===== config.mk =====
export PLATFORM = sky130hd
export DESIGN_NAME = sorted_list
export DESIGN_NICKNAME = d
export VERILOG_FILES = /design/src/source/sorted_list_pkg.sv /design/src/source/ordered_vector.sv /design/src/source/rank_search.sv /design/src/source/list_controller.sv /design/src/source/sorted_list.sv
export SDC_FILE = /design/constraint.sdc
export NUM_CORES = 1
export LEC_CHECK = 0
export BUFFER_PORTS_ARGS = -buffer_cell sky130_fd_sc_hd__clkbuf_2
export CAP_MARGIN = 5
export CORE_ASPECT_RATIO = 2
export CORE_UTILIZATION = 45
export CTS_CLUSTER_DIAMETER = 150
export CTS_CLUSTER_SIZE = 20
export DETAILED_ROUTE_END_ITERATION = 8
export PLACE_DENSITY_LB_ADDON = 0.15
export SLEW_MARGIN = 40
export SYNTH_ARGS = -nofsm -noshare
export SYNTH_HDL_FRONTEND = slang
export SYNTH_SLANG_ARGS = --single-unit

===== constraint.sdc =====
create_clock -name clk -period 5.1 [get_ports clk]
set_input_delay 0.51 -clock clk [delete_from_list [all_inputs] [get_ports clk]]
set_output_delay 0.51 -clock clk [all_outputs]
set_load 0.1 [all_outputs]

===== src/source/sorted_list_pkg.sv =====
`default_nettype none

package sorted_list_pkg;

    // ----------------------------------------
    // sizes
    // ----------------------------------------
    localparam int KEY_WIDTH    = 8;
    localparam int LIST_DEPTH   = 32;
    localparam int INDEX_WIDTH  = $clog2(LIST_DEPTH);
    localparam int LENGTH_WIDTH = $clog2(LIST_DEPTH + 1);

    typedef logic [KEY_WIDTH - 1:0]    key_t;
    typedef logic [INDEX_WIDTH - 1:0]  index_t;
    typedef logic [LENGTH_WIDTH - 1:0] length_t;

    // ----------------------------------------
    // command and response
    // ----------------------------------------
    typedef enum logic [1:0] {
        OP_FIND,
        OP_INSERT,
        OP_DELETE
    } list_op_e;

    typedef struct packed {
        list_op_e op;
        key_t     key;
    } list_cmd_t;

    // rank is a lower bound, so it may equal the length.
    typedef struct packed {
        list_op_e op;
        logic     hit;
        logic     changed;
        length_t  rank;
        length_t  length;
    } list_rsp_t;

endpackage

`default_nettype wire


===== src/source/ordered_vector.sv =====
`timescale 1ns/1ps
`default_nettype none

module ordered_vector
    import sorted_list_pkg::*;
(
    input  wire     clk,
    input  wire     reset,

    input  wire index_t index,

    // one operation at a time.
    input  wire     get,
    input  wire     insert,
    input  wire     remove,

    input  wire key_t data_in,
    output key_t    data_out,

    output length_t length,
    output logic    ready
);

    typedef enum logic [2:0] {
        ST_READY,
        ST_INS_READ,
        ST_INS_WRITE,
        ST_INS_DONE,
        ST_REM_READ,
        ST_REM_WRITE,
        ST_REM_DONE
    } state_e;

    key_t    mem [LIST_DEPTH];
    state_e  state;

    // shift cursor and the word in flight.
    length_t j;
    length_t j_below;
    length_t j_above;
    length_t last_pos;
    key_t    tmp;

    assign ready    = (state == ST_READY);
    assign j_below  = j - length_t'(1);
    assign j_above  = j + length_t'(1);
    assign last_pos = length - length_t'(1);

    // ----------------------------------------
    // state
    // ----------------------------------------
    always_ff @(posedge clk) begin
        if (reset) begin
            state <= ST_READY;
        end else begin
            case (state)
                ST_READY: begin
                    if (insert) begin
                        // appending at the tail needs no shift.
                        state <= (length_t'(index) != length) ? ST_INS_READ : ST_INS_DONE;
                    end else if (remove) begin
                        state <= (length_t'(index) != last_pos) ? ST_REM_READ : ST_REM_DONE;
                    end
                end
                ST_INS_READ: state <= ST_INS_WRITE;
                ST_INS_WRITE: begin
                    state <= (j_below == length_t'(index)) ? ST_INS_DONE : ST_INS_READ;
                end
                ST_INS_DONE: state <= ST_READY;
                ST_REM_READ: state <= ST_REM_WRITE;
                ST_REM_WRITE: begin
                    state <= (j_above == last_pos) ? ST_REM_DONE : ST_REM_READ;
                end
                ST_REM_DONE: state <= ST_READY;
                default: state <= ST_READY;
            endcase
        end
    end

    // cursor walks down on insert, up on remove.
    always_ff @(posedge clk) begin
        if (reset) begin
            j <= '0;
        end else begin
            case (state)
                ST_READY: begin
                    if (insert) begin
                        j <= length;
                    end else if (remove) begin
                        j <= length_t'(index);
                    end
                end
                ST_INS_WRITE: j <= j_below;
                ST_REM_WRITE: j <= j_above;
                default: ;
            endcase
        end
    end

    // ----------------------------------------
    // storage
    // ----------------------------------------
    always_ff @(posedge clk) begin
        case (state)
            ST_INS_READ: tmp <= mem[index_t'(j_below)];
            ST_REM_READ: tmp <= mem[index_t'(j_above)];
            default: ;
        endcase
    end

    always_ff @(posedge clk) begin
        case (state)
            ST_INS_WRITE,
            ST_REM_WRITE: mem[index_t'(j)] <= tmp;
            ST_INS_DONE:  mem[index] <= data_in;
            default: ;
        endcase
    end

    always_ff @(posedge clk) begin
        if (reset) begin
            length <= '0;
        end else begin
            case (state)
                ST_INS_DONE: length <= length + length_t'(1);
                ST_REM_DONE: length <= length - length_t'(1);
                default: ;
            endcase
        end
    end

    // read port with one cycle latency.
    always_ff @(posedge clk) begin
        if (ready && get) begin
            data_out <= mem[index];
        end
    end

endmodule

`default_nettype wire


===== src/source/rank_search.sv =====
`timescale 1ns/1ps
`default_nettype none

module rank_search
    import sorted_list_pkg::*;
(
    input  wire     clk,
    input  wire     reset,

    input  wire     start,
    input  wire key_t key,
    input  wire length_t length,

    // vector read port.
    output index_t  rd_index,
    output logic    get,
    input  wire key_t rd_data,

    output logic    done,
    output length_t rank,
    output logic    found
);

    typedef enum logic [1:0] {
        S_IDLE,
        S_PROBE,
        S_COMPARE,
        S_CHECK
    } state_e;

    state_e  state;

    // search window is [lo, hi).
    length_t lo;
    length_t hi;
    length_t mid;
    key_t    key_q;
    logic    narrowed;
    logic    in_range;

    assign narrowed = (lo == hi);
    assign in_range = (lo < length);
    assign mid      = lo + ((hi - lo) >> 1);

    // the final probe reads the element at the rank itself.
    assign get      = (state == S_PROBE) && (!narrowed || in_range);
    assign rd_index = index_t'(mid);

    // ----------------------------------------
    // control
    // ----------------------------------------
    always_ff @(posedge clk) begin
        if (reset) begin
            state <= S_IDLE;
            done  <= 1'b0;
        end else begin
            done <= 1'b0;
            case (state)
                S_IDLE: begin
                    if (start) begin
                        state <= S_PROBE;
                    end
                end
                S_PROBE: begin
                    if (!narrowed) begin
                        state <= S_COMPARE;
                    end else if (in_range) begin
                        state <= S_CHECK;
                    end else begin
                        // past the last key there is nothing to read.
                        state <= S_IDLE;
                        done  <= 1'b1;
                    end
                end
                S_COMPARE: state <= S_PROBE;
                S_CHECK: begin
                    state <= S_IDLE;
                    done  <= 1'b1;
                end
                default: state <= S_IDLE;
            endcase
        end
    end

    // ----------------------------------------
    // bounds and result
    // ----------------------------------------
    always_ff @(posedge clk) begin
        case (state)
            S_IDLE: begin
                if (start) begin
                    lo    <= '0;
                    hi    <= length;
                    key_q <= key;
                end
            end
            S_PROBE: begin
                if (narrowed && !in_range) begin
                    rank  <= lo;
                    found <= 1'b0;
                end
            end
            S_COMPARE: begin
                if (rd_data < key_q) begin
                    lo <= mid + length_t'(1);
                end else begin
                    hi <= mid;
                end
            end
            S_CHECK: begin
                rank  <= lo;
                found <= (rd_data == key_q);
            end
            default: ;
        endcase
    end

endmodule

`default_nettype wire


===== src/source/list_controller.sv =====
`timescale 1ns/1ps
`default_nettype none

module list_controller
    import sorted_list_pkg::*;
(
    input  wire     clk,
    input  wire     reset,

    input  wire     cmd_valid,
    input  wire list_cmd_t cmd,
    output logic    busy,
    output logic    rsp_valid,
    output list_rsp_t rsp,

    // search side.
    output logic    search_start,
    output key_t    search_key,
    input  wire     search_done,
    input  wire length_t search_rank,
    input  wire     search_found,

    // vector side.
    input  wire     vec_ready,
    input  wire length_t length,
    output logic    vec_insert,
    output logic    vec_remove,
    output index_t  mod_index,
    output logic    mod_active,
    output key_t    vec_data
);

    typedef enum logic [1:0] {
        C_IDLE,
        C_SEARCH,
        C_STROBE,
        C_WAIT
    } state_e;

    state_e    state;
    list_cmd_t cmd_q;

    logic accept;
    logic do_insert;
    logic do_remove;
    logic finish_plain;
    logic finish_mod;

    assign accept = cmd_valid && (state == C_IDLE);
    assign busy   = (state != C_IDLE);

    // decision once the rank is known.
    assign do_insert = (cmd_q.op == OP_INSERT) && !search_found &&
                       (length < length_t'(LIST_DEPTH));
    assign do_remove = (cmd_q.op == OP_DELETE) && search_found;

    assign finish_plain = (state == C_SEARCH) && search_done && !(do_insert || do_remove);
    assign finish_mod   = (state == C_WAIT) && vec_ready;

    assign search_key = cmd_q.key;
    assign vec_data   = cmd_q.key;
    assign mod_index  = index_t'(search_rank);
    assign mod_active = (state == C_STROBE) || (state == C_WAIT);

    // index must stay on the rank until ready returns.
    assign vec_insert = (state == C_STROBE) && vec_ready && (cmd_q.op == OP_INSERT);
    assign vec_remove = (state == C_STROBE) && vec_ready && (cmd_q.op == OP_DELETE);

    // ----------------------------------------
    // sequencing
    // ----------------------------------------
    always_ff @(posedge clk) begin
        if (reset) begin
            state        <= C_IDLE;
            search_start <= 1'b0;
            rsp_valid    <= 1'b0;
        end else begin
            search_start <= 1'b0;
            rsp_valid    <= 1'b0;
            case (state)
                C_IDLE: begin
                    if (accept) begin
                        state        <= C_SEARCH;
                        search_start <= 1'b1;
                    end
                end
                C_SEARCH: begin
                    if (finish_plain) begin
                        state     <= C_IDLE;
                        rsp_valid <= 1'b1;
                    end else if (search_done) begin
                        state <= C_STROBE;
                    end
                end
                C_STROBE: begin
                    if (vec_ready) begin
                        state <= C_WAIT;
                    end
                end
                C_WAIT: begin
                    if (finish_mod) begin
                        state     <= C_IDLE;
                        rsp_valid <= 1'b1;
                    end
                end
                default: state <= C_IDLE;
            endcase
        end
    end

    // ----------------------------------------
    // command and response
    // ----------------------------------------
    always_ff @(posedge clk) begin
        if (accept) begin
            cmd_q <= cmd;
        end
        if (finish_plain || finish_mod) begin
            rsp.op      <= cmd_q.op;
            rsp.hit     <= search_found;
            rsp.changed <= finish_mod;
            rsp.rank    <= search_rank;
            // vector length is already updated once ready is back.
            rsp.length  <= length;
        end
    end

endmodule

`default_nettype wire


===== src/source/sorted_list.sv =====
`timescale 1ns/1ps
`default_nettype none

module sorted_list
    import sorted_list_pkg::*;
(
    input  wire     clk,
    input  wire     reset,

    input  wire     cmd_valid,
    input  wire list_cmd_t cmd,
    output logic    busy,

    output logic    rsp_valid,
    output list_rsp_t rsp,
    output length_t length
);

    logic    search_start;
    key_t    search_key;
    logic    search_done;
    length_t search_rank;
    logic    search_found;
    logic    search_get;
    index_t  rd_index;

    logic    vec_insert;
    logic    vec_remove;
    logic    vec_ready;
    logic    vec_get;
    index_t  vec_index;
    key_t    vec_data;
    key_t    vec_out;
    index_t  mod_index;
    logic    mod_active;

    // search owns the vector index except during a modify.
    assign vec_index = mod_active ? mod_index : rd_index;
    assign vec_get   = mod_active ? 1'b0 : search_get;

    list_controller u_ctrl (
        .clk          (clk),
        .reset        (reset),
        .cmd_valid    (cmd_valid),
        .cmd          (cmd),
        .busy         (busy),
        .rsp_valid    (rsp_valid),
        .rsp          (rsp),
        .search_start (search_start),
        .search_key   (search_key),
        .search_done  (search_done),
        .search_rank  (search_rank),
        .search_found (search_found),
        .vec_ready    (vec_ready),
        .length       (length),
        .vec_insert   (vec_insert),
        .vec_remove   (vec_remove),
        .mod_index    (mod_index),
        .mod_active   (mod_active),
        .vec_data     (vec_data)
    );

    rank_search u_search (
        .clk      (clk),
        .reset    (reset),
        .start    (search_start),
        .key      (search_key),
        .length   (length),
        .rd_index (rd_index),
        .get      (search_get),
        .rd_data  (vec_out),
        .done     (search_done),
        .rank     (search_rank),
        .found    (search_found)
    );

    ordered_vector u_vector (
        .clk      (clk),
        .reset    (reset),
        .index    (vec_index),
        .get      (vec_get),
        .insert   (vec_insert),
        .remove   (vec_remove),
        .data_in  (vec_data),
        .data_out (vec_out),
        .length   (length),
        .ready    (vec_ready)
    );

endmodule

`default_nettype wire


After elaboration in Yosys (flattened, before gate mapping)
Memories as Yosys holds them, arrays and structs flattened. A register that Yosys moved wholly into a read port is not among the register bits.
Index checks and enable logic that the tools add are counted.
{"block": "word_totals", "regBits": 83, "mem_bits_rw": 256, "out_inout_bits": 24, "wordCells": 149, "mem_count": 1}
{"block": "op_classes", "add_sub_neg": 7, "magnitude_cmp": 3, "n_eq_ne": 29, "mux": 48, "bitwise": 1, "reduce_logical": 39}
{"memory": "u_vector.mem", "depth": 32, "width": 8, "read_ports": 3, "rd_ports_with_merged_regs": 1, "write_ports": 1, "line_no": "ordered_vector.sv:34", "text": "key_t mem [LIST_DEPTH];"}
{"cell": "case mux 6 bit (2 select lines)", "count": 4}
{"cell": "two-way mux 6 bit", "count": 7}
{"cell": "two-way mux 2 bit", "count": 12}
{"cell": "adder 6 x 1 -> 6 bit, second input constant", "count": 3}
{"cell": "case mux 6 bit (3 select lines)", "count": 1}
{"cell": "case mux 2 bit (4 select lines)", "count": 2}
{"cell": "case mux 8 bit (2 select lines)", "count": 1}
{"cell": "case mux 3 bit (5 select lines)", "count": 1}
{"cell": "logical AND 1 bit", "count": 13}
{"cell": "equality test 6 bit", "count": 2}
{"cell": "two-way mux 1 bit", "count": 12}
{"cell": "!= test 5 x 6 -> 1 bit", "count": 2}
{"cell": "subtractor 6 x 1 -> 6 bit, second input constant", "count": 2}
{"cell": "equality test 2 bit, second input constant", "count": 5}
{"cell": "two-way mux 5 bit", "count": 2}
{"cell": "nonzero test 2 bit", "count": 5}
{"cell": "equality test 3 bit, second input constant", "count": 3}
{"cell": "equality test 8 bit", "count": 1}
{"cell": "< comparator 8 bit", "count": 1}
{"cell": "two-way mux 8 bit", "count": 1}
{"cell": "!= test 2 x 1 -> 1 bit, second input constant", "count": 4}
{"cell": "OR reduction 8 bit", "count": 1}
{"cell": "adder 6 x 5 -> 6 bit", "count": 1}
{"cell": "equality test 2 x 1 -> 1 bit, second input constant", "count": 3}
{"cell": "21 further kinds", "count": 38}

Longest topological paths before layout
{"block": "logic_depth", "word_depth": 8, "ltp_mapped": 17}

By module
Synthesis repeated with hierarchy kept, for this count alone.
{"block": "hier_totals", "cells_unflattened": 1429, "hier_area_um2": 19855.3}
{"mod": "ordered_vector", "n_inst": 1, "cells_per_inst": 1171, "area_each_um2": 16662.2, "seq_area_each_um2": 8468.1}
{"mod": "rank_search", "n_inst": 1, "cells_per_inst": 175, "area_each_um2": 1926.8, "seq_area_each_um2": 870.8}
{"mod": "list_controller", "n_inst": 1, "cells_per_inst": 77, "area_each_um2": 1201.2, "seq_area_each_um2": 860.8}
{"mod": "sorted_list", "n_inst": 1, "cells_per_inst": 6, "area_each_um2": 65.1, "seq_area_each_um2": 0.0}

Least setup slack after synthesis
No wires, ideal clock.
{"block": "synth_path", "path_kind": "register to register", "startpoint": "reg u_search.hi[0]", "endpoint": "mem u_vector.mem[24][0] in the netlist's numbering, enable pin", "arrival_time_ns": 3.306, "t_required_ns": 4.729, "slack_ns": 1.424, "stages_incl_launch_ff": 16, "path_buffers": 1, "period_less_slack_ns": 3.676, "path_cell_list": "edfxtp_1 inv_1 ha_1 inv_1 fa_1 a21o_1 a21oi_1 xnor2_1 ha_1 inv_1 nor4_2 a211o_1 buf_6 a32oi_1 or2_1 nor2_1"}
{"block": "synth_via", "elab_chain_len": 4}
{"element": "start, declared", "line_no": "rank_search.sv:35", "text": "length_t hi;"}
{"element": "start signal, assigned", "line_no": "rank_search.sv:93", "text": "hi <= length;"}
{"element": "start signal, assigned", "line_no": "rank_search.sv:107", "text": "hi <= mid;"}
{"element": "subtractor 6 bit", "line_no": "rank_search.sv:43", "text": "assign mid = lo + ((hi - lo) >> 1);"}
{"element": "adder 6 x 5 -> 6 bit", "line_no": "rank_search.sv:43"}
{"element": "two-way mux 5 bit", "line_no": "sorted_list.sv:38", "text": "assign vec_index = mod_active ? mod_index : rd_index;"}
{"element": "two-way mux 5 bit (no source line)"}
{"element": "end, declared", "line_no": "ordered_vector.sv:34"}
No other way between the ends.

Worst setup path after layout
{"block": "layout_path", "startpoint": "reg u_search.lo[0]", "endpoint": "reg u_vector.data_out[3] (read register of u_vector.mem) (data pin)"}
{"block": "layout_via", "elab_chain_len": 6, "elab_cells_between_ends": 10}
{"element": "start, declared", "line_no": "rank_search.sv:34", "text": "length_t lo;"}
{"element": "start signal, assigned", "line_no": "rank_search.sv:105", "text": "lo <= mid + length_t'(1);"}
{"element": "parallel branches: the longest is 6 deep, another holds subtractor 6 bit"}
{"element": "end, declared", "line_no": "ordered_vector.sv:18", "text": "output key_t data_out,"}
Parallel ways; which one is timed is not known.
A chain may end at the register's enable or synchronous reset.

==> results.txt <==
----------------------------------------------------
[Power]
  Net switching share of the total power ... 31.1%
  Switching pwr ... 2.00 mW
  Part of the total power dissipated in the clock network ... 27.7%
  Int Pwr ... 4.43 mW
  Power per cell area ... 287 nW/µm²
  Part of the total power dissipated in combinational logic ... 23.6%
  Static leakage ... 7.13 nW
  Register share of total power ... 48.6%
  Worst supply voltage drop on vdd ... 220 µV

[Setup path]
  Biggest cell delay along the critical path ... 0.68 ns
  Worst setup path startpoint ... u_search.lo[0]
  Element type at the critical path start ... flip-flop
  Reg2Reg Capture Point ... u_vector.data_out[3]
  Slowest cell on the critical path ... sky130_fd_sc_hd__o31ai_1
  Largest driver fanout on the critical path ... 83
  Internal reg-to-reg setup slack ... 0.63 ns
  Critical Path RT ... 5.52 ns
  Critical path endpoint category ... flip-flop
  Start of the worst register-to-register path ... u_search.lo[0]
  Arrival time at the worst endpoint ... 4.89 ns
  Critical path start-end classification ... reg2reg
  Number of cells on the worst reg-to-reg path ... 13
  Critical Path, Cell by Cell ... ha_1, inv_1, fa_1, ha_2, inv_1, fa_4, buf_12, o31ai_1, o21ai_1, nand3_1, o311ai_0, and3_1, o31ai_1

[Placed design]
  HPWL after detailed placement ... 55.8 mm
  Number of port buffers ... 36
  Gpl congestion ... 1.00
  Standard cell area after detailed placement ... 21700 µm²

[Global routing]
  Total global routing track utilization ... 34.0%
  Overflow after GRT ... 0
  Vias in the first global route ... 15.4k
  Number of antenna violations at the first check in global routing ... 3
  Pin count of the biggest net entering global routing ... 84
  Global-route wire length before repair ... 112 mm

[Hold path]
  Worst hold path startpoint ... cmd[2]
  Endpoint of the worst hold-timing path ... u_ctrl.search_key[2]
  Worst hold path cell count ... 1
  Min-delay worst type ... in2reg

[Floorplan]
  Die outline area ... 46700 µm²
  Site Rows ... 110
  Initial core utilization ... 45.7%
  Chip width ... 153 µm
  Num ports ... 37
  Core Footprint ... 45000 µm²
  Die Y-Extent ... 304 µm

[STA]
  Unrepaired setup endpoints after global routing ... false
  Final-report hold violation count ... 0
  Slew @ Worst Pin ... 0.889 ns
  Worst slew margin ... 40.5%
  Clock tree skew after final layout ... 0.0504 ns
  Final number of setup-violating endpoints ... 0
  Final-layout setup total negative slack ... 0 ns
  Count of pins over their slew limit ... 0
  Highest attainable clock frequency ... 224 MHz
  Period utilization ... 87.7%
  Time the worst path needs with I/O delays and setup ... 4.47 ns

[Cells and area]
  Final standard cell area without fillers ... 22400 µm²
  Number of nets in the layout ... 1669
  Top library cells by usage in the layout, fill and taps aside ... 325 x sky130_fd_sc_hd__edfxtp_1, 153 x sky130_fd_sc_hd__mux4_2, 121 x sky130_fd_sc_hd__nor2_1, 118 x sky130_fd_sc_hd__nand2_1, 116 x sky130_fd_sc_hd__o211ai_1
  Fillers ... 3835
  Post-synthesis to final-layout area growth ... 8.74%
  Share of post-route cells with drive strength above 1 ... 21.7%
  Commonest non-fill, non-tap cell in the layout ... sky130_fd_sc_hd__edfxtp_1

[Synth]
  Number of warnings reported in the yosys synthesis log ... 0
  Synthesized net count ... 1648
  Number of enable-type register cells in the synthesized netlist ... 325
  Synthesized netlist cell count ... 1605
  Most instantiated flip-flop cell in the synthesis netlist ... sky130_fd_sc_hd__edfxtp_1
  Netlist Area Pre-Place ... 20600 µm²
  FF+latch count, synth ... 347
  Average footprint of a synthesized cell ... 12.8 µm²
  Sequential-to-total area share from yosys stat ... 49.5%
  Count of different cell masters after synthesis ... 71
  Fraction of synthesis flops using an asynchronous set or reset pin ... 0%

[Clocking]
  Total of hold buffers inserted after clock tree synthesis ... 0
  Clock sink count ... 347
  Clock-pin slew on the worst setup and hold paths ... 0.10 ns
  Number of buffers created by CTS ... 21
  TritonCTS clock tree ... yes
  Buffer count from post-CTS setup fixing ... 0
  CTS H-Tree Depth ... 1
  Worst skew pair latency ... 0.59 ns
  CTS max path bufs ... 3
  Count of instances resized after the clock tree is built ... 0
  Root buffer selected by CTS ... sky130_fd_sc_hd__clkbuf_16

[Routing]
  Sum of routed wire length over all layers ... 78.7 mm
  Via Count ... 16.0k
  Final routed DRC violation total ... 0
  1st-iter DRT viols ... 2197
  Antenna viol nets, final ... 0
  Vias per std cell ... 7.26
  Drt first pass iters ... 6
  Mean routed wirelength per cell ... 35.7 µm

[Flow run]
  Count of maximum capacitance violations ... 0

[Run status]
  Run status ... finished, final reports clean

----------------------------------------------------
[through the flow]
| step | instances | utilization (%) | total power, mW | hold slack (ns) | setup slack [ns] |
|---|---|---|---|---|---|
| 2_1_floorplan | 1605 | - | 4.12 | 0.400 | 1.42 |
| 3_3_place_gp | 2158 | 48.1 | 4.65 | 0.414 | 0.765 |
| 3_5_place_dp | 2161 | 48.3 | 4.66 | 0.422 | 0.736 |
| 4_1_cts | 2199 | 49.6 | 6.39 | 0.0962 | 0.717 |
| 5_1_grt | 2201 | 49.7 | 6.60 | 0.0986 | 0.492 |
| 6_report | 2202 | 49.7 | 6.43 | 0.102 | 0.626 |
[synth_stat cells, types with 5 or more instances]
cell	n	share of area (%)
sky130_fd_sc_hd__dfxtp_1	22	2.1
sky130_fd_sc_hd__and2_1	25	0.76
sky130_fd_sc_hd__nand2_1	121	2.2
sky130_fd_sc_hd__a31oi_1	13	0.40
sky130_fd_sc_hd__xnor2_1	30	1.3
sky130_fd_sc_hd__a22oi_1	9	0.33
sky130_fd_sc_hd__o31ai_1	41	1.5
sky130_fd_sc_hd__nor3_1	48	1.2
sky130_fd_sc_hd__mux4_2	153	17
sky130_fd_sc_hd__buf_6	14	0.77
sky130_fd_sc_hd__ha_1	28	1.7
sky130_fd_sc_hd__mux4_1	7	0.89
sky130_fd_sc_hd__and3_1	10	0.30
sky130_fd_sc_hd__a311oi_1	27	1.1
sky130_fd_sc_hd__a21o_1	12	0.44
sky130_fd_sc_hd__o21ai_1	14	0.34
sky130_fd_sc_hd__nand4_1	6	0.18
sky130_fd_sc_hd__buf_2	42	1.0
sky130_fd_sc_hd__nor2_1	121	2.2
sky130_fd_sc_hd__a211oi_1	34	1.2
sky130_fd_sc_hd__edfxtp_1	325	47
sky130_fd_sc_hd__nand3_1	37	0.90
sky130_fd_sc_hd__buf_1	6	0.11
sky130_fd_sc_hd__o211ai_1	116	4.2
sky130_fd_sc_hd__inv_1	34	0.62
sky130_fd_sc_hd__buf_4	17	0.62
sky130_fd_sc_hd__mux2i_1	11	0.53
sky130_fd_sc_hd__xor2_1	16	0.68
sky130_fd_sc_hd__nand2b_1	7	0.21
sky130_fd_sc_hd__a21oi_1	29	0.70
sky130_fd_sc_hd__clkbuf_1	67	1.2
sky130_fd_sc_hd__o311ai_0	16	0.68
sky130_fd_sc_hd__o21a_1	13	0.47
sky130_fd_sc_hd__o21ai_0	58	1.4
sky130_fd_sc_hd__o311ai_1	5	0.21
[critical path: cells and delay by family (launching register included)]
kind / cells / cell delay (ns)
buffers and inverters: 3 / 0.43
AO/OA/AOI/OAI: 4 / 1.34
AND/OR/NAND/NOR: 2 / 0.51
adder cells (fa/ha/maj): 4 / 1.50
flip-flops: 1 / 0.46
[layout make-up]
type / count / area [µm²] / area share (%)
antenna: 1 / 2.50 / 0.0112
multi-input combinational: 1075 / 9610 / 42.9
tap: 560 / 701 / 3.13
sequential: 347 / 10200 / 45.6
timing repair buffer: 144 / 1120 / 5.02
clock buffer: 36 / 582 / 2.60
inverter: 37 / 139 / 0.620
clock inverter: 2 / 25.0 / 0.112
[kinds of logic after synthesis]
family | synth area share [%]
compound gates | 14.8
xor+xnor | 2.19
fa+ha+maj | 1.90
buf+inv | 4.41
flops | 49.5
mux | 18.4
simple gates | 8.79
[power groups by stage]
stage	clock, mW	sequential (mW)	combinational (mW)
after floorplan	0	3.18	0.942
after global placement	0	3.19	1.46
after detailed placement	0	3.19	1.47
after CTS	1.79	3.13	1.47
after global routing	1.87	3.13	1.61
final	1.79	3.13	1.52
[layer usage]
layer	wire length [µm]	up-vias	track usage (%)
met5	13	-	0
met4	9290	2	32.4
met3	5640	346	4.00
met2	40100	1175	60.1
met1	23700	7974	34.4
li1	-	6482	-
[worst max-delay path by stage]
| stage | slack [ns] | end |
|---|---|---|
| after global routing | 0.49 | u_vector.mem[8][1] |
| after detailed placement | 0.74 | u_vector.data_out[3] |
| after CTS | 0.72 | u_vector.data_out[3] |
| final | 0.63 | u_vector.data_out[3] |
| after floorplan | 1.42 | u_vector.mem[24][0] |
| after global placement | 0.77 | u_vector.data_out[3] |
[registers in the layout, summed over array words and instances (netlist names), 2 cells and up, named ones only]
register           count
u_vector.mem         256
u_ctrl.rsp            16
u_ctrl.search_key      8
u_search.key_q         8
u_vector.data_out      8
u_vector.tmp           8
u_search.hi            6
u_search.lo            6
u_search.rank          6
u_vector.j             6
u_vector.length        6
u_vector.state         3
u_ctrl.cmd_q           2
u_search.state         2
(Power assumes the default switching activity.)
